--- src/cpu_pkg.sv ---
`default_nettype none

package cpu_pkg;

    localparam int ISA_WIDTH      = 32;
    localparam int REG_ADDR_WIDTH = 5;

    typedef logic [ISA_WIDTH - 1:0]      word_t;
    typedef logic [REG_ADDR_WIDTH - 1:0] reg_idx_t;

    // op [31:26]
    typedef enum logic [5:0] {
        OP_RTYPE = 6'h00,
        OP_J     = 6'h02,
        OP_BEQ   = 6'h04,
        OP_BNE   = 6'h05,
        OP_ADDI  = 6'h08,
        OP_LW    = 6'h23,
        OP_SW    = 6'h2b
    } opcode_t;

    typedef enum logic [5:0] {           // func [5:0], r type only
        F_ADD = 6'h20,
        F_SUB = 6'h22,
        F_AND = 6'h24,
        F_OR  = 6'h25,
        F_SLT = 6'h2a
    } funct_t;

    typedef enum logic [2:0] {ALU_ADD, ALU_SUB, ALU_AND, ALU_OR, ALU_SLT} alu_op_t;   // add is 0

    typedef enum logic [1:0] {FWD_REG, FWD_MEM, FWD_WB} fwd_sel_t;   // operand source in ex

    typedef struct packed {
        logic  valid;
        word_t instr;
        word_t pc_plus4;
    } if_id_t;

    typedef struct packed {
        logic     valid;
        alu_op_t  alu_op;
        word_t    op1;                   // rs value
        word_t    op2;                   // rt value or immediate
        word_t    store_data;            // sw only
        reg_idx_t src1;                  // 0 when unused
        reg_idx_t src2;
        reg_idx_t dst;
        logic     reg_write;
        logic     mem_read;
        logic     mem_write;
    } id_ex_t;

    typedef struct packed {
        logic     valid;
        word_t    result;                // alu result, also memory byte address
        word_t    store_data;
        reg_idx_t dst;
        logic     reg_write;
        logic     mem_read;
        logic     mem_write;
    } ex_mem_t;

    typedef struct packed {
        logic     valid;
        reg_idx_t dst;
        logic     reg_write;
        word_t    result;                // load data or alu result
    } mem_wb_t;

endpackage

`default_nettype wire

--- src/fwd_if.sv ---
`timescale 1ns/1ps
`default_nettype none

// results of mem and wb stages, seen by forwarding, hazard and register file
interface fwd_if (
    input logic clk,
    input logic rst_n
);
    cpu_pkg::reg_idx_t mem_dst;
    logic              mem_we;           // valid and writing a register
    logic              mem_rd;           // valid load
    cpu_pkg::word_t    mem_result;       // alu result, never load data

    cpu_pkg::reg_idx_t wb_dst;
    logic              wb_we;
    cpu_pkg::word_t    wb_result;

    modport mem_src (output mem_dst, mem_we, mem_rd, mem_result);
    modport wb_src  (output wb_dst, wb_we, wb_result);
    modport sink    (input clk, rst_n, mem_dst, mem_we, mem_rd, mem_result,
                     wb_dst, wb_we, wb_result);
endinterface

`default_nettype wire

--- src/hazard_unit.sv ---
`timescale 1ns/1ps
`default_nettype none

module hazard_unit (
    input  cpu_pkg::reg_idx_t id_src1,
    input  cpu_pkg::reg_idx_t id_src2,
    input  logic              is_branch,
    input  cpu_pkg::id_ex_t   ex_stage,
    fwd_if.sink               fwd,
    input  logic              redirect,
    input  logic              run,
    output logic              stall_front,   // hold pc and if/id
    output logic              flush_if_id,
    output logic              flush_id_ex
);

    logic ex_load, ex_write;
    logic load_use, branch_wait;

    assign ex_load  = ex_stage.valid && ex_stage.mem_read && ex_stage.dst != '0;
    assign ex_write = ex_stage.valid && ex_stage.reg_write;     // dst nonzero by decode

    assign load_use = ex_load && (ex_stage.dst == id_src1 || ex_stage.dst == id_src2);

    // branch compares in decode, so ex and mem producers must drain first
    assign branch_wait = is_branch &&
        ((ex_write && (ex_stage.dst == id_src1 || ex_stage.dst == id_src2)) ||
         (fwd.mem_we && (fwd.mem_dst == id_src1 || fwd.mem_dst == id_src2)));

    assign stall_front = load_use || branch_wait;
    assign flush_id_ex = stall_front || !run;                   // bubble behind the stall
    assign flush_if_id = (redirect && !stall_front) || !run;    // squash the fetched slot

endmodule

`default_nettype wire

--- src/flat_wrapper.sv ---
// flat-port wrapper written by rule: the top's interface ports become plain ports
module hazard_unit_flat 
  (id_src1, id_src2, is_branch, ex_stage, redirect, run, stall_front, flush_if_id, flush_id_ex, clk, rst_n, fwd_mem_dst, fwd_mem_we, fwd_mem_rd, fwd_mem_result, fwd_wb_dst, fwd_wb_we, fwd_wb_result);
  fwd_if fwd_i (.clk(clk), .rst_n(rst_n));
  input  cpu_pkg::reg_idx_t id_src1;
  input  cpu_pkg::reg_idx_t id_src2;
  input  logic is_branch;
  input  cpu_pkg::id_ex_t ex_stage;
  input  logic redirect;
  input  logic run;
  output logic stall_front;
  output logic flush_if_id;
  output logic flush_id_ex;
  input wire logic clk;
  input wire logic rst_n;
  input wire logic [$bits(fwd_i.mem_dst)-1:0] fwd_mem_dst;
  input wire logic [$bits(fwd_i.mem_we)-1:0] fwd_mem_we;
  input wire logic [$bits(fwd_i.mem_rd)-1:0] fwd_mem_rd;
  input wire logic [$bits(fwd_i.mem_result)-1:0] fwd_mem_result;
  input wire logic [$bits(fwd_i.wb_dst)-1:0] fwd_wb_dst;
  input wire logic [$bits(fwd_i.wb_we)-1:0] fwd_wb_we;
  input wire logic [$bits(fwd_i.wb_result)-1:0] fwd_wb_result;
  assign fwd_i.mem_dst = fwd_mem_dst;
  assign fwd_i.mem_we = fwd_mem_we;
  assign fwd_i.mem_rd = fwd_mem_rd;
  assign fwd_i.mem_result = fwd_mem_result;
  assign fwd_i.wb_dst = fwd_wb_dst;
  assign fwd_i.wb_we = fwd_wb_we;
  assign fwd_i.wb_result = fwd_wb_result;
  hazard_unit u_core (.id_src1(id_src1), .id_src2(id_src2), .is_branch(is_branch), .ex_stage(ex_stage), .fwd(fwd_i), .redirect(redirect), .run(run), .stall_front(stall_front), .flush_if_id(flush_if_id), .flush_id_ex(flush_id_ex));
endmodule
--- config.mk ---
export PLATFORM = sky130hd
export DESIGN_NAME = hazard_unit_flat
export DESIGN_NICKNAME = d
export VERILOG_FILES = /design/src/cpu_pkg.sv /design/src/fwd_if.sv /design/src/hazard_unit.sv /design/src/flat_wrapper.sv
export SDC_FILE = /design/constraint.sdc
export NUM_CORES = 1
export LEC_CHECK = 0
export ABC_CLOCK_PERIOD_IN_PS = 950
export BUFFER_PORTS_ARGS = -buffer_cell sky130_fd_sc_hd__buf_4
export CAP_MARGIN = 40
export CORE_AREA = 2 2 82 84
export DETAILED_ROUTE_END_ITERATION = 8
export DIE_AREA = 0 0 84 86
export PLACE_DENSITY = 0.53
export SETUP_SLACK_MARGIN = 0.02
export SYNTH_ARGS = -nofsm -noshare
export SYNTH_HDL_FRONTEND = slang
export SYNTH_SLANG_ARGS = --single-unit
--- constraint.sdc ---
create_clock -name vclk -period 0.95
set_input_delay 0.095 -clock vclk [all_inputs]
set_output_delay 0.095 -clock vclk [all_outputs]
set_load 0.01 [all_outputs]
==> impl_results.md <==
- NumNets Final: 283
- Rel. slew slack: 0.816
- Total die area: 0.00722 sq mm
- Placement Setup Slack: -0.417 ns
- Synth Area in Compound Gates: 0.154
- Worst-Margin Slew: 0.275 ns
- Crit path max-delay family: simple AND/OR/NAND/NOR gates
- Final Util: 0.141
- Crit path to: flush_if_id
- CP Capture Type: primary output
- Tcrit/Tclk final: 1.41
- Crit-path max cell delay: 0.54 ns
- Mux share of post-synthesis cell area: 0
- Yosys Warn Count: 0
- Sw power: 0.000165 W
- XOR/XNOR Fraction of Synth Area: 0.583
- Largest net degree at the start of global routing: 5
- Vias per cell: 2.79
- Fillers: 723
- Pleak: 0.338 nW
- Antenna cells: 0
- Setup TNS Final: -1.05 ns
- Setup violations, final: 3
- Detailed-route via count: 413
- Number of global-route vias before repair: 455
- IO Port Bufs: 30
- PD cells: 436 mW/mm^2
- GP Congestion: 0.747
- Fmax: 0.746 GHz
- WP buf/inv: 2
- Seq_cells: 0
- Status: finished with violations
- Worst EP arrival: 1.25 ns
- Syn avg cell area: 7.70 sq um
- Num rows: 29
- Gr usage total: 0.0409
- Post-synth cell types: 12
- Largest family of logic cells by synthesized area: XOR/XNOR gates
- Share of cells above drive strength 1: 0.746
- Register area share after synthesis: 0
- Tmin final: 1.34 ns
- Gate count of the mapped netlist: 39
- Final wirelength: 1.56 mm
- HP Class: input port to primary output
- Cell Chain, Critical Path: buf_8, or4_4, o211ai_4, a31o_1, buf_6
- Number of remaining DRC errors: 0
- ANT nets after route: 0
- Crit path required time: 0.85 ns
- Post-Synth Adder-Cell Area: 0
- Crit path from: ex_stage[5]
- Internal power: 0.000220 W
- Sequential Power Share: 0
- Hold Fails Final Rpt: 0
- Clkbuf count: 0
- Critical path's slowest cell: or4_4
- RSZ-0062 raised after global routing: yes
- Slew Limit Fails: 0
- Post-Syn Nets: 249
- Post-DR wirelength/cell: 10.6 um
- Core area: 0.00628 sq mm
- Kind of critical path: input port to primary output
- Initial core utilization: 0.0478
- Register area: 0 sq um
- Max-Cap Viols: 0
- Failing checks: negative setup slack
- Clock power frac: 0
- DP HPWL: 1.36 mm
- Gr ovfl total: 0
- Hold Path Origin: run
- Tot Pwr: 0.000385 W
- I/O pin total: 213
- Initial antenna violation count: 0
- Die Span Y: 86 um
- Worst setup SP type: input port
- Post-Syn Area: 300 sq um
- Worst path depth: 5
- PnR worst setup slack: -0.390 ns
- Switching Fraction: 0.428
- DRT Pass-1 Iters: 2
- Peak VDD IR: 191 uV
- Die X: 84 um
- Hold buffers post-CTS: 0
- Synth Area in Simple Gates: 0.250
- Logic gate share of total power: 1.000
- Area growth, synth to finish: 194%
- DRC marker count from the first detailed-route iteration: 10
- Worst-path fanout max: 3
- First-pass GRT wire length: 2.39 mm
[through the flow]
step           instances  hold WS, ns  area, sq um
4_1_cts              148        0.471          787
3_5_place_dp         148        0.487          637
6_report             148        0.471          882
3_3_place_gp         148        0.477          637
2_1_floorplan         39        0.282          300
5_1_grt              148        0.491          882
[worst min-delay path, delay by kind of cell]
family	cells	cell delay, ns
simple gates	1	0.07
buf+inv	2	0.21
[routing by layer]
layer | up-vias | wire length (um) | global-route usage
met2 | 20 | 716 | 0.0633
li1 | 209 | - | -
met5 | - | 0 | 0
met3 | 0 | 127 | 0.0115
met4 | 0 | 0 | 0
met1 | 184 | 720 | 0.0601
[layout by cell type, fill, tap and decap left out, types with 2 or more instances in the layout]
| cell type | instances |
|---|---|
| nand3_2 | 4 |
| xor2_1 | 5 |
| xnor2_4 | 2 |
| buf_4 | 18 |
| xnor2_2 | 7 |
| nand4_1 | 2 |
| nor4_4 | 2 |
| nand3_1 | 3 |
| xnor2_1 | 5 |
| buf_8 | 2 |
| buf_6 | 12 |
[cells in the mapped netlist]
master	instances	area, sq um
xnor2_1	14	123
nand3_1	7	35.0
xor2_1	6	52.6
nand4_1	2	12.5
nor4_1	2	12.5
o22ai_1	2	12.5
a31o_1	1	8.76
inv_1	1	3.75
nand2_1	1	3.75
o211ai_2	1	12.5
o31ai_2	1	12.5
or4_4	1	11.3
[power groups by stage]
stage | clock network [W] | logic (W) | registers, W
detailed placement | 0 | 0.000256 | 0
CTS | 0 | 0.000331 | 0
global route | 0 | 0.000415 | 0
finish | 0 | 0.000385 | 0
floorplan | 0 | 0.000102 | 0
global placement | 0 | 0.000254 | 0
[worst min path at each step]
stage | to | slack [ns] | cells past startpoint
after global routing | flush_id_ex | 0.49 | 3
after floorplan | flush_id_ex | 0.28 | 1
after CTS | flush_id_ex | 0.47 | 3
after detailed placement | flush_id_ex | 0.49 | 3
after global placement | flush_id_ex | 0.48 | 3
final | flush_id_ex | 0.47 | 3
[final cells by class]
type	instances	area, sq um	share of cell area
repair buffers	32	300	0.340
inverters	1	3.75	0.00426
well taps	77	96.3	0.109
multi-input cells	38	482	0.546
[repair_timing]
action,CTS,global route
gates resized for setup,27,14
gates cloned,0,0
buffers inserted,0,0
endpoints found under the setup margin,3,3
endpoints found under the hold margin,0,0
pin swaps,12,8
[cell families (layout without fill, tap and decap cells)]
family,count (synthesis),in the layout
AOI/OAI and AO/OA,5,5
xor gates and xnor gates,20,20
buffers and inverters,1,33
and+or+nand+nor,13,13
Power figures use the tool's default switching activity.
