[config.mk]
export PLATFORM = sky130hd
export DESIGN_NAME = decode_unit_flat
export DESIGN_NICKNAME = d
export VERILOG_FILES = /design/src/cpu_pkg.sv /design/src/fwd_if.sv /design/src/decode_unit.sv /design/src/flat_wrapper.sv
export SDC_FILE = /design/constraint.sdc
export NUM_CORES = 2
export LEC_CHECK = 0
export BUFFER_PORTS_ARGS = -buffer_cell sky130_fd_sc_hd__clkbuf_2
export CAP_MARGIN = 25
export CORE_UTILIZATION = 25
export CTS_BUF_LIST = sky130_fd_sc_hd__clkbuf_4 sky130_fd_sc_hd__clkbuf_8
export DETAILED_ROUTE_END_ITERATION = 10
export PLACE_DENSITY = 0.37
export SYNTH_ARGS = -nofsm -noshare
export SYNTH_HDL_FRONTEND = slang
export SYNTH_SLANG_ARGS = --single-unit
[constraint.sdc]
create_clock -name clk -period 7.3 [get_ports clk]
set_input_delay 1.46 -clock clk [delete_from_list [all_inputs] [get_ports clk]]
set_output_delay 1.46 -clock clk [all_outputs]
set_load 0.02 [all_outputs]
[src/cpu_pkg.sv]
`default_nettype none

package cpu_pkg;

    localparam int ISA_WIDTH      = 32;
    localparam int REG_ADDR_WIDTH = 5;

    typedef logic [ISA_WIDTH - 1:0]      word_t;
    typedef logic [REG_ADDR_WIDTH - 1:0] reg_idx_t;

    // op [31:26]
    typedef enum logic [5:0] {
        OP_RTYPE = 6'h00,
        OP_J     = 6'h02,
        OP_BEQ   = 6'h04,
        OP_BNE   = 6'h05,
        OP_ADDI  = 6'h08,
        OP_LW    = 6'h23,
        OP_SW    = 6'h2b
    } opcode_t;

    typedef enum logic [5:0] {           // func [5:0], r type only
        F_ADD = 6'h20,
        F_SUB = 6'h22,
        F_AND = 6'h24,
        F_OR  = 6'h25,
        F_SLT = 6'h2a
    } funct_t;

    typedef enum logic [2:0] {ALU_ADD, ALU_SUB, ALU_AND, ALU_OR, ALU_SLT} alu_op_t;   // add is 0

    typedef enum logic [1:0] {FWD_REG, FWD_MEM, FWD_WB} fwd_sel_t;   // operand source in ex

    typedef struct packed {
        logic  valid;
        word_t instr;
        word_t pc_plus4;
    } if_id_t;

    typedef struct packed {
        logic     valid;
        alu_op_t  alu_op;
        word_t    op1;                   // rs value
        word_t    op2;                   // rt value or immediate
        word_t    store_data;            // sw only
        reg_idx_t src1;                  // 0 when unused
        reg_idx_t src2;
        reg_idx_t dst;
        logic     reg_write;
        logic     mem_read;
        logic     mem_write;
    } id_ex_t;

    typedef struct packed {
        logic     valid;
        word_t    result;                // alu result, also memory byte address
        word_t    store_data;
        reg_idx_t dst;
        logic     reg_write;
        logic     mem_read;
        logic     mem_write;
    } ex_mem_t;

    typedef struct packed {
        logic     valid;
        reg_idx_t dst;
        logic     reg_write;
        word_t    result;                // load data or alu result
    } mem_wb_t;

endpackage

`default_nettype wire

[src/fwd_if.sv]
`timescale 1ns/1ps
`default_nettype none

// results of mem and wb stages, seen by forwarding, hazard and register file
interface fwd_if (
    input logic clk,
    input logic rst_n
);
    cpu_pkg::reg_idx_t mem_dst;
    logic              mem_we;           // valid and writing a register
    logic              mem_rd;           // valid load
    cpu_pkg::word_t    mem_result;       // alu result, never load data

    cpu_pkg::reg_idx_t wb_dst;
    logic              wb_we;
    cpu_pkg::word_t    wb_result;

    modport mem_src (output mem_dst, mem_we, mem_rd, mem_result);
    modport wb_src  (output wb_dst, wb_we, wb_result);
    modport sink    (input clk, rst_n, mem_dst, mem_we, mem_rd, mem_result,
                     wb_dst, wb_we, wb_result);
endinterface

`default_nettype wire

[src/decode_unit.sv]
`timescale 1ns/1ps
`default_nettype none

module decode_unit (
    input  logic            clk,
    input  logic            rst_n,
    input  cpu_pkg::if_id_t in,
    fwd_if.sink             fwd,         // wb port drives register writes
    output cpu_pkg::id_ex_t out,
    output logic            redirect,    // j or taken branch
    output cpu_pkg::word_t  redirect_pc,
    output logic            is_branch    // for hazard unit
);

    cpu_pkg::word_t    regs [32];
    cpu_pkg::reg_idx_t rs, rt, rd;
    cpu_pkg::word_t    rs_val, rt_val;
    cpu_pkg::word_t    imm_ext;
    cpu_pkg::word_t    branch_target, jump_target;
    logic              is_jump, taken;

    assign rs      = in.instr[25:21];
    assign rt      = in.instr[20:16];
    assign rd      = in.instr[15:11];
    assign imm_ext = {{16{in.instr[15]}}, in.instr[15:0]};

    // register file
    always_ff @(posedge clk or negedge rst_n) begin
        if (!rst_n) begin
            for (int i = 0; i < 32; i++) regs[i] <= '0;
        end else if (fwd.wb_we) begin
            regs[fwd.wb_dst] <= fwd.wb_result;
        end
    end

    // r0 reads zero, same-cycle wb write bypassed
    assign rs_val = (rs == '0) ? '0 :
                    (fwd.wb_we && fwd.wb_dst == rs) ? fwd.wb_result : regs[rs];
    assign rt_val = (rt == '0) ? '0 :
                    (fwd.wb_we && fwd.wb_dst == rt) ? fwd.wb_result : regs[rt];

    assign branch_target = in.pc_plus4 + {imm_ext[29:0], 2'b00};
    assign jump_target   = {in.pc_plus4[31:28], in.instr[25:0], 2'b00};

    always_comb begin
        out       = '0;                  // bubble unless valid
        is_branch = 1'b0;
        is_jump   = 1'b0;
        taken     = 1'b0;
        if (in.valid) begin
            out.valid      = 1'b1;
            out.op1        = rs_val;
            out.op2        = rt_val;
            out.store_data = rt_val;
            out.src1       = rs;
            case (cpu_pkg::opcode_t'(in.instr[31:26]))
                cpu_pkg::OP_RTYPE: begin
                    out.src2      = rt;
                    out.dst       = rd;
                    out.reg_write = 1'b1;
                    case (cpu_pkg::funct_t'(in.instr[5:0]))
                        cpu_pkg::F_ADD: out.alu_op = cpu_pkg::ALU_ADD;
                        cpu_pkg::F_SUB: out.alu_op = cpu_pkg::ALU_SUB;
                        cpu_pkg::F_AND: out.alu_op = cpu_pkg::ALU_AND;
                        cpu_pkg::F_OR:  out.alu_op = cpu_pkg::ALU_OR;
                        cpu_pkg::F_SLT: out.alu_op = cpu_pkg::ALU_SLT;
                        default:        out.reg_write = 1'b0;   // unknown funct acts as nop
                    endcase
                end
                cpu_pkg::OP_ADDI: begin
                    out.op2       = imm_ext;
                    out.dst       = rt;
                    out.reg_write = 1'b1;
                end
                cpu_pkg::OP_LW: begin
                    out.op2       = imm_ext;
                    out.dst       = rt;
                    out.reg_write = 1'b1;
                    out.mem_read  = 1'b1;
                end
                cpu_pkg::OP_SW: begin
                    out.op2       = imm_ext;   // address offset
                    out.src2      = rt;        // store data source
                    out.mem_write = 1'b1;
                end
                cpu_pkg::OP_BEQ: begin
                    out.src2  = rt;
                    is_branch = 1'b1;
                    taken     = (rs_val == rt_val);
                end
                cpu_pkg::OP_BNE: begin
                    out.src2  = rt;
                    is_branch = 1'b1;
                    taken     = (rs_val != rt_val);
                end
                cpu_pkg::OP_J: begin
                    out.src1 = '0;
                    is_jump  = 1'b1;
                end
                default: begin           // unused word, travels as a harmless nop
                    out.op1        = '0;
                    out.op2        = '0;
                    out.store_data = '0;
                    out.src1       = '0;
                end
            endcase
            if (out.dst == '0) out.reg_write = 1'b0;   // writes to r0 dropped here
        end
    end

    assign redirect    = is_jump || (is_branch && taken);
    assign redirect_pc = is_jump ? jump_target : branch_target;

    // r0 filtering above must hold all the way to write-back
    a_no_r0_write : assert property (@(posedge clk) disable iff (!rst_n)
        fwd.wb_we |-> fwd.wb_dst != '0)
        else $error("decode_unit: write to r0 reached write-back");

endmodule

`default_nettype wire

[src/flat_wrapper.sv]
// flat-port wrapper written by rule: the top's interface ports become plain ports
module decode_unit_flat 
  (clk, rst_n, in, out, redirect, redirect_pc, is_branch, fwd_mem_dst, fwd_mem_we, fwd_mem_rd, fwd_mem_result, fwd_wb_dst, fwd_wb_we, fwd_wb_result);
  fwd_if fwd_i (.clk(clk), .rst_n(rst_n));
  input  logic clk;
  input  logic rst_n;
  input  cpu_pkg::if_id_t in;
  output cpu_pkg::id_ex_t out;
  output logic redirect;
  output cpu_pkg::word_t redirect_pc;
  output logic is_branch;
  input wire logic [$bits(fwd_i.mem_dst)-1:0] fwd_mem_dst;
  input wire logic [$bits(fwd_i.mem_we)-1:0] fwd_mem_we;
  input wire logic [$bits(fwd_i.mem_rd)-1:0] fwd_mem_rd;
  input wire logic [$bits(fwd_i.mem_result)-1:0] fwd_mem_result;
  input wire logic [$bits(fwd_i.wb_dst)-1:0] fwd_wb_dst;
  input wire logic [$bits(fwd_i.wb_we)-1:0] fwd_wb_we;
  input wire logic [$bits(fwd_i.wb_result)-1:0] fwd_wb_result;
  assign fwd_i.mem_dst = fwd_mem_dst;
  assign fwd_i.mem_we = fwd_mem_we;
  assign fwd_i.mem_rd = fwd_mem_rd;
  assign fwd_i.mem_result = fwd_mem_result;
  assign fwd_i.wb_dst = fwd_wb_dst;
  assign fwd_i.wb_we = fwd_wb_we;
  assign fwd_i.wb_result = fwd_wb_result;
  decode_unit u_core (.clk(clk), .rst_n(rst_n), .in(in), .fwd(fwd_i), .out(out), .redirect(redirect), .redirect_pc(redirect_pc), .is_branch(is_branch));
endmodule
==> impl_metrics.json <==
{
  "final_nets": 4767,
  "rrSetupSlack_ns": 6.50,
  "most-common-layout-cells": "mux2_2, dfrtp_1, mux4_2",
  "yosysWarningCount": 0,
  "regToRegEndpoint": "u_core.regs[671]$_DFFE_PN0P_",
  "reg2reg_depth": 1,
  "start_kind": "input pin",
  "htree_levels": 4,
  "rows": 177,
  "gp_congestion": 0.830,
  "wl_per_cell_um": 33.8,
  "grt_max_degree": 136,
  "final.setup_skew_ns": 0,
  "dpl.cell_count": 7526,
  "layout_commonest_cell": "mux2_2",
  "final_layout_size_suffix_gt1_share_pct": 53.4,
  "synth_edf_count": 0,
  "area_growth_pct": 18.4,
  "cts_tree": "built",
  "synth_flop_cell": "dfrtp_1",
  "cts-root-buf": "clkbuf_8",
  "die_x_um": 486,
  "grt_pass1_vias": 43100,
  "fin_crit_sh_pct": 98.3,
  "reg2reg_from": "u_core.regs[671]$_DFFE_PN0P_",
  "synthArstFlopShare_pct": 100,
  "via_per_inst": 5.28,
  "antenna_found_initial": 22,
  "fin_crit_ns": 7.18,
  "end_kind": "primary output",
  "drtIter0Drc": 2983,
  "setup_violations": 0,
  "firstDrtPassIters": 5,
  "syn_nets": 4389,
  "dp_hpwl_mm": 175,
  "antenna_left": 0,
  "cts_made_buffers": 197,
  "dieArea_mm2": 0.236,
  "top_regs": "u_core.regs x1024",
  "overflow": 0,
  "num_vias": 41600,
  "p_leak_nw": 29.8,
  "cts.sinks": 1024,
  "initial_core_util_pct": 25.2,
  "worst_pin_slew_ns": 1.13,
  "synth_cells": 4215,
  "ios": 296,
  "numPortBuffers": 256,
  "slew_viol_final": 0,
  "maxCapViolations": 0,
  "pwr_density_cell_mw_per_mm2": 258,
  "track_usage_pct": 22.4,
  "seq_area_frac_synth_pct": 43.7,
  "clockBufferDepth": 3,
  "avgSynthCellArea_um2": 13.9,
  "grt_setup_unrepaired": "false",
  "clkLatencyLatePin_ns": 0.96,
  "hold_slack_ns": 0.472,
  "largest_reg_flops": 1024,
  "clk_pin_slew_worst_paths_ns": 0.05,
  "hold_viol_final": 0,
  "required_ns": 5.84,
  "die_h_um": 486,
  "top_register": "u_core.regs",
  "drc": 0,
  "status": "finished clean",
  "relSlewSlack_pct": 24.6,
  "yosys_register_bits": 1024,
  "core_area_mm2": 0.233,
  "holdBufCountCts": 0,
  "wl_mm": 266,
  "fmaxAchievable_ghz": 0.139,
  "cp_max_fo": 7,
  "peakVddDrop_v": 0.000114,
  "min_path_type": "input pin to asynchronous set/reset pin",
  "worstSetupPathType": "input pin to primary output",
  "syn_area_mm2": 0.0586,
  "cp.arrival_ns": 5.72,
  "synth_cell_types": 73,
  "grt_pass1_wl_mm": 369,
  "final_cell_count_no_fill": 7877
}
[per-stage QoR]
stage | setup slack, ns | cell area [um2] | TNS [ns] | util, % | total power [mW]
3_5_place_dp | -0.337 | 65300 | -0.337 | 28.1 | 12.0
3_3_place_gp | -0.462 | 65300 | -0.462 | 28.0 | 11.9
6_report | 0.120 | 69400 | 0 | 29.8 | 17.9
5_1_grt | 0.0158 | 69400 | 0 | 29.8 | 18.8
4_1_cts | 0.0195 | 69400 | 0 | 29.8 | 18.1
2_1_floorplan | 1.62 | 58600 | 0 | - | 10.3
[power breakdown]
group          internal, mW  total (mW)  switching (mW)  leakage [nW]
combinational          2.33        4.32            1.99          14.5
clock                  3.31        6.01            2.71          2.17
sequential             6.80        7.59           0.792          13.1
[metal layers]
layer	GRT usage, %	vias to the layer above	part of all wire, %
met4	6.78	14	3.0
met3	3.40	328	4.5
met2	36.0	1222	47
met1	31.1	22900	46
met5	0	-	0.031
li1	-	17100	-
[repair_timing]
item / in CTS / in global routing
buffers inserted: 0 / 0
resized for setup: 4 / 4
setup endpoints to repair: 1 / 1
[worst max path at each step]
stage,startpoint,endpoint,slack [ns],cells after the start
floorplan,in[48],redirect,1.62,14
global placement,in[52],redirect,-0.46,17
detailed placement,in[53],redirect,-0.34,15
CTS,in[57],redirect,0.02,18
global route,in[57],redirect,0.02,18
finish,in[57],redirect,0.12,18
[cell type report]
type                       count  area [um2]
antenna                        7        17.5
clock buffer                 320        3840
clock inverter                24         188
fill                       23500      163000
inverter                      14        52.6
multi-input combinational   2762       31200
sequential                  1024       25600
tap                         3132        3920
timing repair buffer         594        4530
[cell families (layout without fill, tap and decap cells)]
| kind of cell | Yosys count | in the layout | synth area share (%) |
|---|---|---|---|
| adders and majority gates | 30 | 30 | 0.653 |
| other | 0 | 7 | 0 |
| DFF | 1024 | 1024 | 43.7 |
| and+or+nand+nor | 530 | 530 | 4.71 |
| xor gates and xnor gates | 62 | 62 | 0.952 |
| AOI/OAI and AO/OA | 476 | 476 | 5.57 |
| muxes | 1664 | 1664 | 40.8 |
| buffers and inverters | 429 | 952 | 3.59 |
[worst max-delay path: stages]
cell and delay [ns]:
buf_4 0.17, or2_1 0.34, buf_4 0.22, nor4_2 0.51, buf_4 0.41, nor2_2 0.11
buf_4 0.20, a32oi_1 0.66, xor2_1 0.20, buf_4 0.23, nand4_1 0.12, buf_4 0.20
nor3_2 0.11, nand4_1 0.11, buf_4 0.19, xnor2_1 0.13, a21o_1 0.18, clkbuf_2 0.15
[Yosys cell counts (all sizes together), types with 26 or more instances]
master | instances | area share, %
a21oi | 63 | 0.54
ha | 29 | 0.62
nor2 | 164 | 1.1
nand3 | 36 | 0.31
o22ai | 72 | 0.77
nor3 | 27 | 0.24
nor2b | 39 | 0.42
mux2 | 1043 | 20
clkbuf | 225 | 1.4
buf | 190 | 2.1
dfrtp | 1024 | 44
nand4 | 26 | 0.29
xnor2 | 39 | 0.61
mux4 | 476 | 18
nand2 | 92 | 0.59
a22oi | 94 | 1.2
mux2i | 145 | 2.5
o21ai | 72 | 0.62
Power figures use the tool's default switching activity.
