<file path="src/cpu_pkg.sv">
`default_nettype none

package cpu_pkg;

    localparam int ISA_WIDTH      = 32;
    localparam int REG_ADDR_WIDTH = 5;

    typedef logic [ISA_WIDTH - 1:0]      word_t;
    typedef logic [REG_ADDR_WIDTH - 1:0] reg_idx_t;

    // op [31:26]
    typedef enum logic [5:0] {
        OP_RTYPE = 6'h00,
        OP_J     = 6'h02,
        OP_BEQ   = 6'h04,
        OP_BNE   = 6'h05,
        OP_ADDI  = 6'h08,
        OP_LW    = 6'h23,
        OP_SW    = 6'h2b
    } opcode_t;

    typedef enum logic [5:0] {           // func [5:0], r type only
        F_ADD = 6'h20,
        F_SUB = 6'h22,
        F_AND = 6'h24,
        F_OR  = 6'h25,
        F_SLT = 6'h2a
    } funct_t;

    typedef enum logic [2:0] {ALU_ADD, ALU_SUB, ALU_AND, ALU_OR, ALU_SLT} alu_op_t;   // add is 0

    typedef enum logic [1:0] {FWD_REG, FWD_MEM, FWD_WB} fwd_sel_t;   // operand source in ex

    typedef struct packed {
        logic  valid;
        word_t instr;
        word_t pc_plus4;
    } if_id_t;

    typedef struct packed {
        logic     valid;
        alu_op_t  alu_op;
        word_t    op1;                   // rs value
        word_t    op2;                   // rt value or immediate
        word_t    store_data;            // sw only
        reg_idx_t src1;                  // 0 when unused
        reg_idx_t src2;
        reg_idx_t dst;
        logic     reg_write;
        logic     mem_read;
        logic     mem_write;
    } id_ex_t;

    typedef struct packed {
        logic     valid;
        word_t    result;                // alu result, also memory byte address
        word_t    store_data;
        reg_idx_t dst;
        logic     reg_write;
        logic     mem_read;
        logic     mem_write;
    } ex_mem_t;

    typedef struct packed {
        logic     valid;
        reg_idx_t dst;
        logic     reg_write;
        word_t    result;                // load data or alu result
    } mem_wb_t;

endpackage

`default_nettype wire

</file>
<file path="src/fwd_if.sv">
`timescale 1ns/1ps
`default_nettype none

// results of mem and wb stages, seen by forwarding, hazard and register file
interface fwd_if (
    input logic clk,
    input logic rst_n
);
    cpu_pkg::reg_idx_t mem_dst;
    logic              mem_we;           // valid and writing a register
    logic              mem_rd;           // valid load
    cpu_pkg::word_t    mem_result;       // alu result, never load data

    cpu_pkg::reg_idx_t wb_dst;
    logic              wb_we;
    cpu_pkg::word_t    wb_result;

    modport mem_src (output mem_dst, mem_we, mem_rd, mem_result);
    modport wb_src  (output wb_dst, wb_we, wb_result);
    modport sink    (input clk, rst_n, mem_dst, mem_we, mem_rd, mem_result,
                     wb_dst, wb_we, wb_result);
endinterface

`default_nettype wire

</file>
<file path="src/execute_unit.sv">
`timescale 1ns/1ps
`default_nettype none

module execute_unit (
    input  cpu_pkg::id_ex_t  in,
    fwd_if.sink              fwd,
    output cpu_pkg::ex_mem_t out
);

    cpu_pkg::fwd_sel_t sel1, sel2;
    cpu_pkg::word_t    a, b, st_data;

    // newest nonzero writer wins, mem before wb
    function automatic cpu_pkg::fwd_sel_t pick(input cpu_pkg::reg_idx_t idx);
        if (idx == '0) return cpu_pkg::FWD_REG;
        if (fwd.mem_we && fwd.mem_dst == idx) return cpu_pkg::FWD_MEM;
        if (fwd.wb_we && fwd.wb_dst == idx) return cpu_pkg::FWD_WB;
        return cpu_pkg::FWD_REG;
    endfunction

    function automatic cpu_pkg::word_t mux(input cpu_pkg::fwd_sel_t s,
                                           input cpu_pkg::word_t reg_val);
        case (s)
            cpu_pkg::FWD_MEM: return fwd.mem_result;
            cpu_pkg::FWD_WB:  return fwd.wb_result;
            default:          return reg_val;
        endcase
    endfunction

    always_comb begin
        sel1    = pick(in.src1);
        sel2    = pick(in.src2);
        a       = mux(sel1, in.op1);
        b       = in.mem_write ? in.op2 : mux(sel2, in.op2);   // sw: op2 is the offset
        st_data = mux(sel2, in.store_data);
    end

    always_comb begin
        out            = '0;
        out.valid      = in.valid;
        out.store_data = st_data;
        out.dst        = in.dst;
        out.reg_write  = in.reg_write;
        out.mem_read   = in.mem_read;
        out.mem_write  = in.mem_write;
        case (in.alu_op)
            cpu_pkg::ALU_SUB: out.result = a - b;
            cpu_pkg::ALU_AND: out.result = a & b;
            cpu_pkg::ALU_OR:  out.result = a | b;
            cpu_pkg::ALU_SLT: out.result = {31'd0, $signed(a) < $signed(b)};
            default:          out.result = a + b;   // add, addresses
        endcase
    end

    // load-use stall keeps load data off the mem forwarding path
    a_no_load_fwd : assert property (@(posedge fwd.clk) disable iff (!fwd.rst_n)
        in.valid && (sel1 == cpu_pkg::FWD_MEM || sel2 == cpu_pkg::FWD_MEM) |-> !fwd.mem_rd)
        else $error("execute_unit: forwarding from a load in mem");

endmodule

`default_nettype wire

</file>
<file path="src/flat_wrapper.sv">
// flat-port wrapper written by rule: the top's interface ports become plain ports
module execute_unit_flat 
  (in, out, clk, rst_n, fwd_mem_dst, fwd_mem_we, fwd_mem_rd, fwd_mem_result, fwd_wb_dst, fwd_wb_we, fwd_wb_result);
  fwd_if fwd_i (.clk(clk), .rst_n(rst_n));
  input  cpu_pkg::id_ex_t in;
  output cpu_pkg::ex_mem_t out;
  input wire logic clk;
  input wire logic rst_n;
  input wire logic [$bits(fwd_i.mem_dst)-1:0] fwd_mem_dst;
  input wire logic [$bits(fwd_i.mem_we)-1:0] fwd_mem_we;
  input wire logic [$bits(fwd_i.mem_rd)-1:0] fwd_mem_rd;
  input wire logic [$bits(fwd_i.mem_result)-1:0] fwd_mem_result;
  input wire logic [$bits(fwd_i.wb_dst)-1:0] fwd_wb_dst;
  input wire logic [$bits(fwd_i.wb_we)-1:0] fwd_wb_we;
  input wire logic [$bits(fwd_i.wb_result)-1:0] fwd_wb_result;
  assign fwd_i.mem_dst = fwd_mem_dst;
  assign fwd_i.mem_we = fwd_mem_we;
  assign fwd_i.mem_rd = fwd_mem_rd;
  assign fwd_i.mem_result = fwd_mem_result;
  assign fwd_i.wb_dst = fwd_wb_dst;
  assign fwd_i.wb_we = fwd_wb_we;
  assign fwd_i.wb_result = fwd_wb_result;
  execute_unit u_core (.in(in), .fwd(fwd_i), .out(out));
endmodule
</file>
<file path="config.mk">
export PLATFORM = sky130hd
export DESIGN_NAME = execute_unit_flat
export DESIGN_NICKNAME = d
export VERILOG_FILES = /design/src/cpu_pkg.sv /design/src/fwd_if.sv /design/src/execute_unit.sv /design/src/flat_wrapper.sv
export SDC_FILE = /design/constraint.sdc
export NUM_CORES = 1
export LEC_CHECK = 0
export ABC_AREA = 1
export BUFFER_PORTS_ARGS = -buffer_cell sky130_fd_sc_hd__buf_2
export CORE_MARGIN = 2
export CORE_UTILIZATION = 54
export DETAILED_ROUTE_END_ITERATION = 12
export PLACE_DENSITY_LB_ADDON = 0.2
export SLEW_MARGIN = 20
export SYNTH_ARGS = -nofsm -noshare
export SYNTH_HDL_FRONTEND = slang
export SYNTH_SLANG_ARGS = --single-unit
export TNS_END_PERCENT = 20
</file>
<file path="constraint.sdc">
create_clock -name vclk -period 7.15
set_input_delay 1.43 -clock vclk [all_inputs]
set_output_delay 1.43 -clock vclk [all_outputs]
set_load 0.005 [all_outputs]
</file>
==> flow_metrics.tcl <==
set metrics [dict create \
    route.met2.wl_mm 15.06 \
    ir_drop_mv 0.03524 \
    fp.dieH_um 126.9 \
    final-max-slew-violation-count 0 \
    hold_start "in[4]" \
    route.layer.met1.wl_mm 14.32 \
    stdcell_area_um2 9439 \
    worst_slew_pin_slew_ps 1182 \
    postRouteAntennaNets 0 \
    hold_path.class "input port to primary output" \
    max_cap_viol_count 0 \
    grt.total_usage_pct 40.35 \
    multi_input_area_um2 6519 \
    final_layout_size_suffix_gt1_share_pct 17.03 \
    nClkBuffers 0 \
    fillCellCount 1589 \
    power_frac_comb_pct 100.0 \
    grt_setup_unrepaired "false" \
    hold_violations 0 \
    achievable-frequency_mhz 145.2 \
    finalWorstPathRequiredPeriod_ps 6887 \
    final_net_count 2110 \
    placement.setup.worst_slack_ps 87.70 \
    cp_data_arrival_time_ps 5460 \
    syn-mean-instance-area_um2 5.063 \
    width_of_the_chip_um 126.9 \
    floorplan.io_pins 270 \
    post_cts.repair.setup_buffers 0 \
    hpwl_mm 29.11 \
    place.gp.congestion 1.061 \
    placeableCoreArea_um2 14640 \
    grt_remaining_overflow 0 \
    number_of_instances_in_the_placed_design 1993 \
    layout.core_utilization_pct 64.46 \
    met3RoutedLength_mm 3.613 \
    detail_routed_via_count_per_cell 5.689 \
    timing.critical_path.cells "buf_2, inv_1, o22ai_1, a221oi_1, nand3_1, nor2_1, ha_2, nor2_4, buf_6, o21ai_0, ha_1, inv_1, o21ai_0, a21oi_1, nand2_1, a21oi_1, nand2_1, nand2_1, nand2_1, nand2_1, nand3_1, buf_2" \
    placement_rows 44 \
    complex_gate_fraction_of_the_synthesized_area_pct 25.11 \
    route.final.wire_length_mm 34.04 \
    swShare_pct 65.62 \
    whs_ps 2860 \
    number_of_cells_in_the_finished_layout_apart_from_fillers 1996 \
    synth-warning-count 0 \
    dr_total_vias 11355 \
    timing.critical_path.slowest_cell_delay_ps 500 \
    crit_path_start_kind "input port" \
    run_status "finished clean" \
    netlist_area_um2 8162 \
    cts-hold-fix-buffers 0 \
    crit_top_cell "sky130_fd_sc_hd__nand2_1" \
    dpl-instance-area_um2 9399 \
    proportion_of_synthesized_area_in_mux_cells_pct 0 \
    final-setup-viol-count 0 \
    grt_antenna_before_repair 2 \
    ff_latch_area_um2 0 \
    detail_route.drc_violations 0 \
    adder_cell_share_of_the_synthesized_area_pct 15.82 \
    dominant_combinational_cell_family_by_area_after_synthesis "simple AND/OR/NAND/NOR gates" \
    p_clk_share_pct 0 \
    power_per_cell_area_nw_per_um2 90.31 \
    drt_pass1_iterations 6 \
    switchingPower_uw 559.4 \
    worst-endpoint-required_ps 5720 \
    slew-limit-headroom_pct 21.14 \
    synth_sequential_area_ratio_pct 0 \
    drt-initial-drc-count 1275 \
    worstSetupEndpointType "primary output" \
    grt_max_degree 45 \
    power_frac_seq_pct 0 \
    period_share_pct 96.32 \
    routedWlPerCell_um 17.06 \
    n_sequential_cell 0 \
    crit_path_top_delay_cell "sky130_fd_sc_hd__ha_1" \
    instance_count_along_the_most_critical_hold_path 0 \
    worst-setup-path-type "input port to primary output" \
    vias_in_the_first_global_route 10336 \
    power_leakage_nw 5.897 \
    areaGrowthSynthToFinish_pct 15.65 \
    yosys.area_share.xor_xnor_pct 0.6439 \
    report.power.total_uw 852.4 \
    worst_hold_path.endpoint "out[4]" \
    place.port_buffers 251 \
    start_util_pct 55.73 \
    layout_setup_ws_ps 263.2 \
    syn_inst 1612 \
    timing.critical_path.fanout_max 44 \
    first_pass_grt_wire_length_mm 52.47 \
    yosysUniqueCellTypes 44 \
    synthesis.nets 1911 \
    timing.setup.tns_ps 0 \
    p_int_uw 293.1 \
    route.top_layer_used "met4" \
    synth-simple-area-share_pct 37.82 \
    die_area_um2 16110 \
]
-- synthesized netlist by cell type --
library cell	number	share of area [%]
sky130_fd_sc_hd__nand2_1	457	21
sky130_fd_sc_hd__inv_1	343	16
sky130_fd_sc_hd__o21ai_0	124	7.6
sky130_fd_sc_hd__nor2_1	122	5.6
sky130_fd_sc_hd__nand3_1	115	7.1
sky130_fd_sc_hd__a21oi_1	103	6.3
sky130_fd_sc_hd__ha_1	100	15
sky130_fd_sc_hd__clkbuf_1	33	1.5
sky130_fd_sc_hd__a221o_1	32	3.9
sky130_fd_sc_hd__o22ai_1	27	2.1
sky130_fd_sc_hd__buf_4	17	1.6
sky130_fd_sc_hd__o21bai_1	14	1.3
sky130_fd_sc_hd__a22o_1	13	1.4
sky130_fd_sc_hd__buf_2	12	0.74
sky130_fd_sc_hd__nand4_1	12	0.92
sky130_fd_sc_hd__nor3_1	10	0.61
sky130_fd_sc_hd__nor2_2	8	0.61
sky130_fd_sc_hd__a221oi_1	6	0.64
sky130_fd_sc_hd__inv_2	6	0.28
sky130_fd_sc_hd__xor2_1	6	0.64
sky130_fd_sc_hd__a211oi_1	5	0.46
sky130_fd_sc_hd__and2_1	4	0.31
sky130_fd_sc_hd__buf_6	4	0.55
sky130_fd_sc_hd__or2_2	4	0.31
sky130_fd_sc_hd__nand2_2	3	0.23
sky130_fd_sc_hd__o2111ai_1	3	0.32
sky130_fd_sc_hd__a21oi_2	2	0.21
sky130_fd_sc_hd__a31oi_1	2	0.15
sky130_fd_sc_hd__and3_1	2	0.15
sky130_fd_sc_hd__buf_1	2	0.092
sky130_fd_sc_hd__clkinv_1	2	0.092
sky130_fd_sc_hd__fa_1	2	0.49
sky130_fd_sc_hd__nand3b_1	2	0.18
sky130_fd_sc_hd__nor3_2	2	0.25
sky130_fd_sc_hd__nor4_1	2	0.15
sky130_fd_sc_hd__o211ai_1	2	0.18
sky130_fd_sc_hd__o21ai_1	2	0.12
sky130_fd_sc_hd__a21o_1	1	0.092
sky130_fd_sc_hd__a31o_2	1	0.11
sky130_fd_sc_hd__a32oi_1	1	0.11
sky130_fd_sc_hd__nand3_2	1	0.12
sky130_fd_sc_hd__nor2_4	1	0.14
sky130_fd_sc_hd__nor3b_2	1	0.15
sky130_fd_sc_hd__o21ai_2	1	0.11
-- logic make-up (layout without fill, tap and decap cells) --
| group | after synthesis | in the layout |
|---|---|---|
| and+or+nand+nor | 746 | 746 |
| buffers and inverters | 419 | 616 |
| AOI/OAI and AO/OA | 339 | 339 |
| adders and majority gates | 102 | 102 |
| xor gates and xnor gates | 6 | 6 |
| other | 0 | 3 |
-- critical path, delay by kind of cell --
family,cells,cell delay [ps]
adder cells (fa/ha/maj),2,820
AND/OR/NAND/NOR,9,1040
buffers and inverters,5,910
AO/OA/AOI/OAI,6,1230
-- routing by layer --
| metal | global-route usage [%] | vias to the layer above |
|---|---|---|
| li1 | - | 5525 |
| met1 | 56.57 | 5079 |
| met2 | 65.84 | 677 |
| met3 | 4.218 | 74 |
| met4 | 10.73 | 0 |
| met5 | 0 | - |
-- worst max path at each step --
stage                             start       to  depth (start not counted)
after CTS                        in[13]  out[71]                         21
after global placement    fwd_wb_dst[3]  out[71]                         20
after global routing             in[13]  out[40]                         24
after floorplan                  in[10]  out[68]                         24
after detailed placement         in[13]  out[71]                         21
final                            in[10]  out[71]                         22
-- power groups by stage --
stage	registers, mW	clock network, mW	logic, mW
global route	0	0.0000000374	0.940
global placement	0	0	0.806
finish	0	0.0000000563	0.852
floorplan	0	0	0.550
detailed placement	0	0	0.819
CTS	0	0	0.822
-- cell type report --
class / count / area share, %
diodes: 3 / 0.07953
inverters: 351 / 13.96
multi-input cells: 1193 / 69.06
well taps: 184 / 2.439
repair buffers: 265 / 14.46
-- placed cells by master (no fill, tap or decap), types with 2 or more instances in the layout --
| cell type | count |
|---|---|
| sky130_fd_sc_hd__a211oi_1 | 5 |
| sky130_fd_sc_hd__a21oi_1 | 102 |
| sky130_fd_sc_hd__a21oi_2 | 3 |
| sky130_fd_sc_hd__a221o_1 | 32 |
| sky130_fd_sc_hd__a221oi_1 | 6 |
| sky130_fd_sc_hd__a22o_1 | 13 |
| sky130_fd_sc_hd__a31oi_1 | 2 |
| sky130_fd_sc_hd__and2_1 | 4 |
| sky130_fd_sc_hd__and3_1 | 2 |
| sky130_fd_sc_hd__buf_2 | 251 |
| sky130_fd_sc_hd__buf_4 | 13 |
| sky130_fd_sc_hd__clkinv_1 | 2 |
| sky130_fd_sc_hd__diode_2 | 3 |
| sky130_fd_sc_hd__fa_1 | 2 |
| sky130_fd_sc_hd__ha_1 | 90 |
| sky130_fd_sc_hd__ha_2 | 10 |
| sky130_fd_sc_hd__inv_1 | 343 |
| sky130_fd_sc_hd__inv_2 | 6 |
| sky130_fd_sc_hd__nand2_1 | 457 |
| sky130_fd_sc_hd__nand2_2 | 3 |
| sky130_fd_sc_hd__nand3_1 | 115 |
| sky130_fd_sc_hd__nand3b_1 | 2 |
| sky130_fd_sc_hd__nand4_1 | 12 |
| sky130_fd_sc_hd__nor2_1 | 120 |
| sky130_fd_sc_hd__nor2_2 | 9 |
| sky130_fd_sc_hd__nor2_4 | 2 |
| sky130_fd_sc_hd__nor3_1 | 10 |
| sky130_fd_sc_hd__nor3_2 | 2 |
| sky130_fd_sc_hd__nor4_1 | 2 |
| sky130_fd_sc_hd__o2111ai_1 | 3 |
| sky130_fd_sc_hd__o211ai_1 | 2 |
| sky130_fd_sc_hd__o21ai_0 | 114 |
| sky130_fd_sc_hd__o21ai_1 | 12 |
| sky130_fd_sc_hd__o21bai_1 | 14 |
| sky130_fd_sc_hd__o22ai_1 | 27 |
| sky130_fd_sc_hd__or2_2 | 4 |
| sky130_fd_sc_hd__xor2_1 | 6 |
-- timing repair --
action	CTS	global route
endpoints found under the hold margin	0	0
resized for setup	0	22
setup endpoints to repair	0	22
No activity file was read; power rests on OpenSTA's default activity.
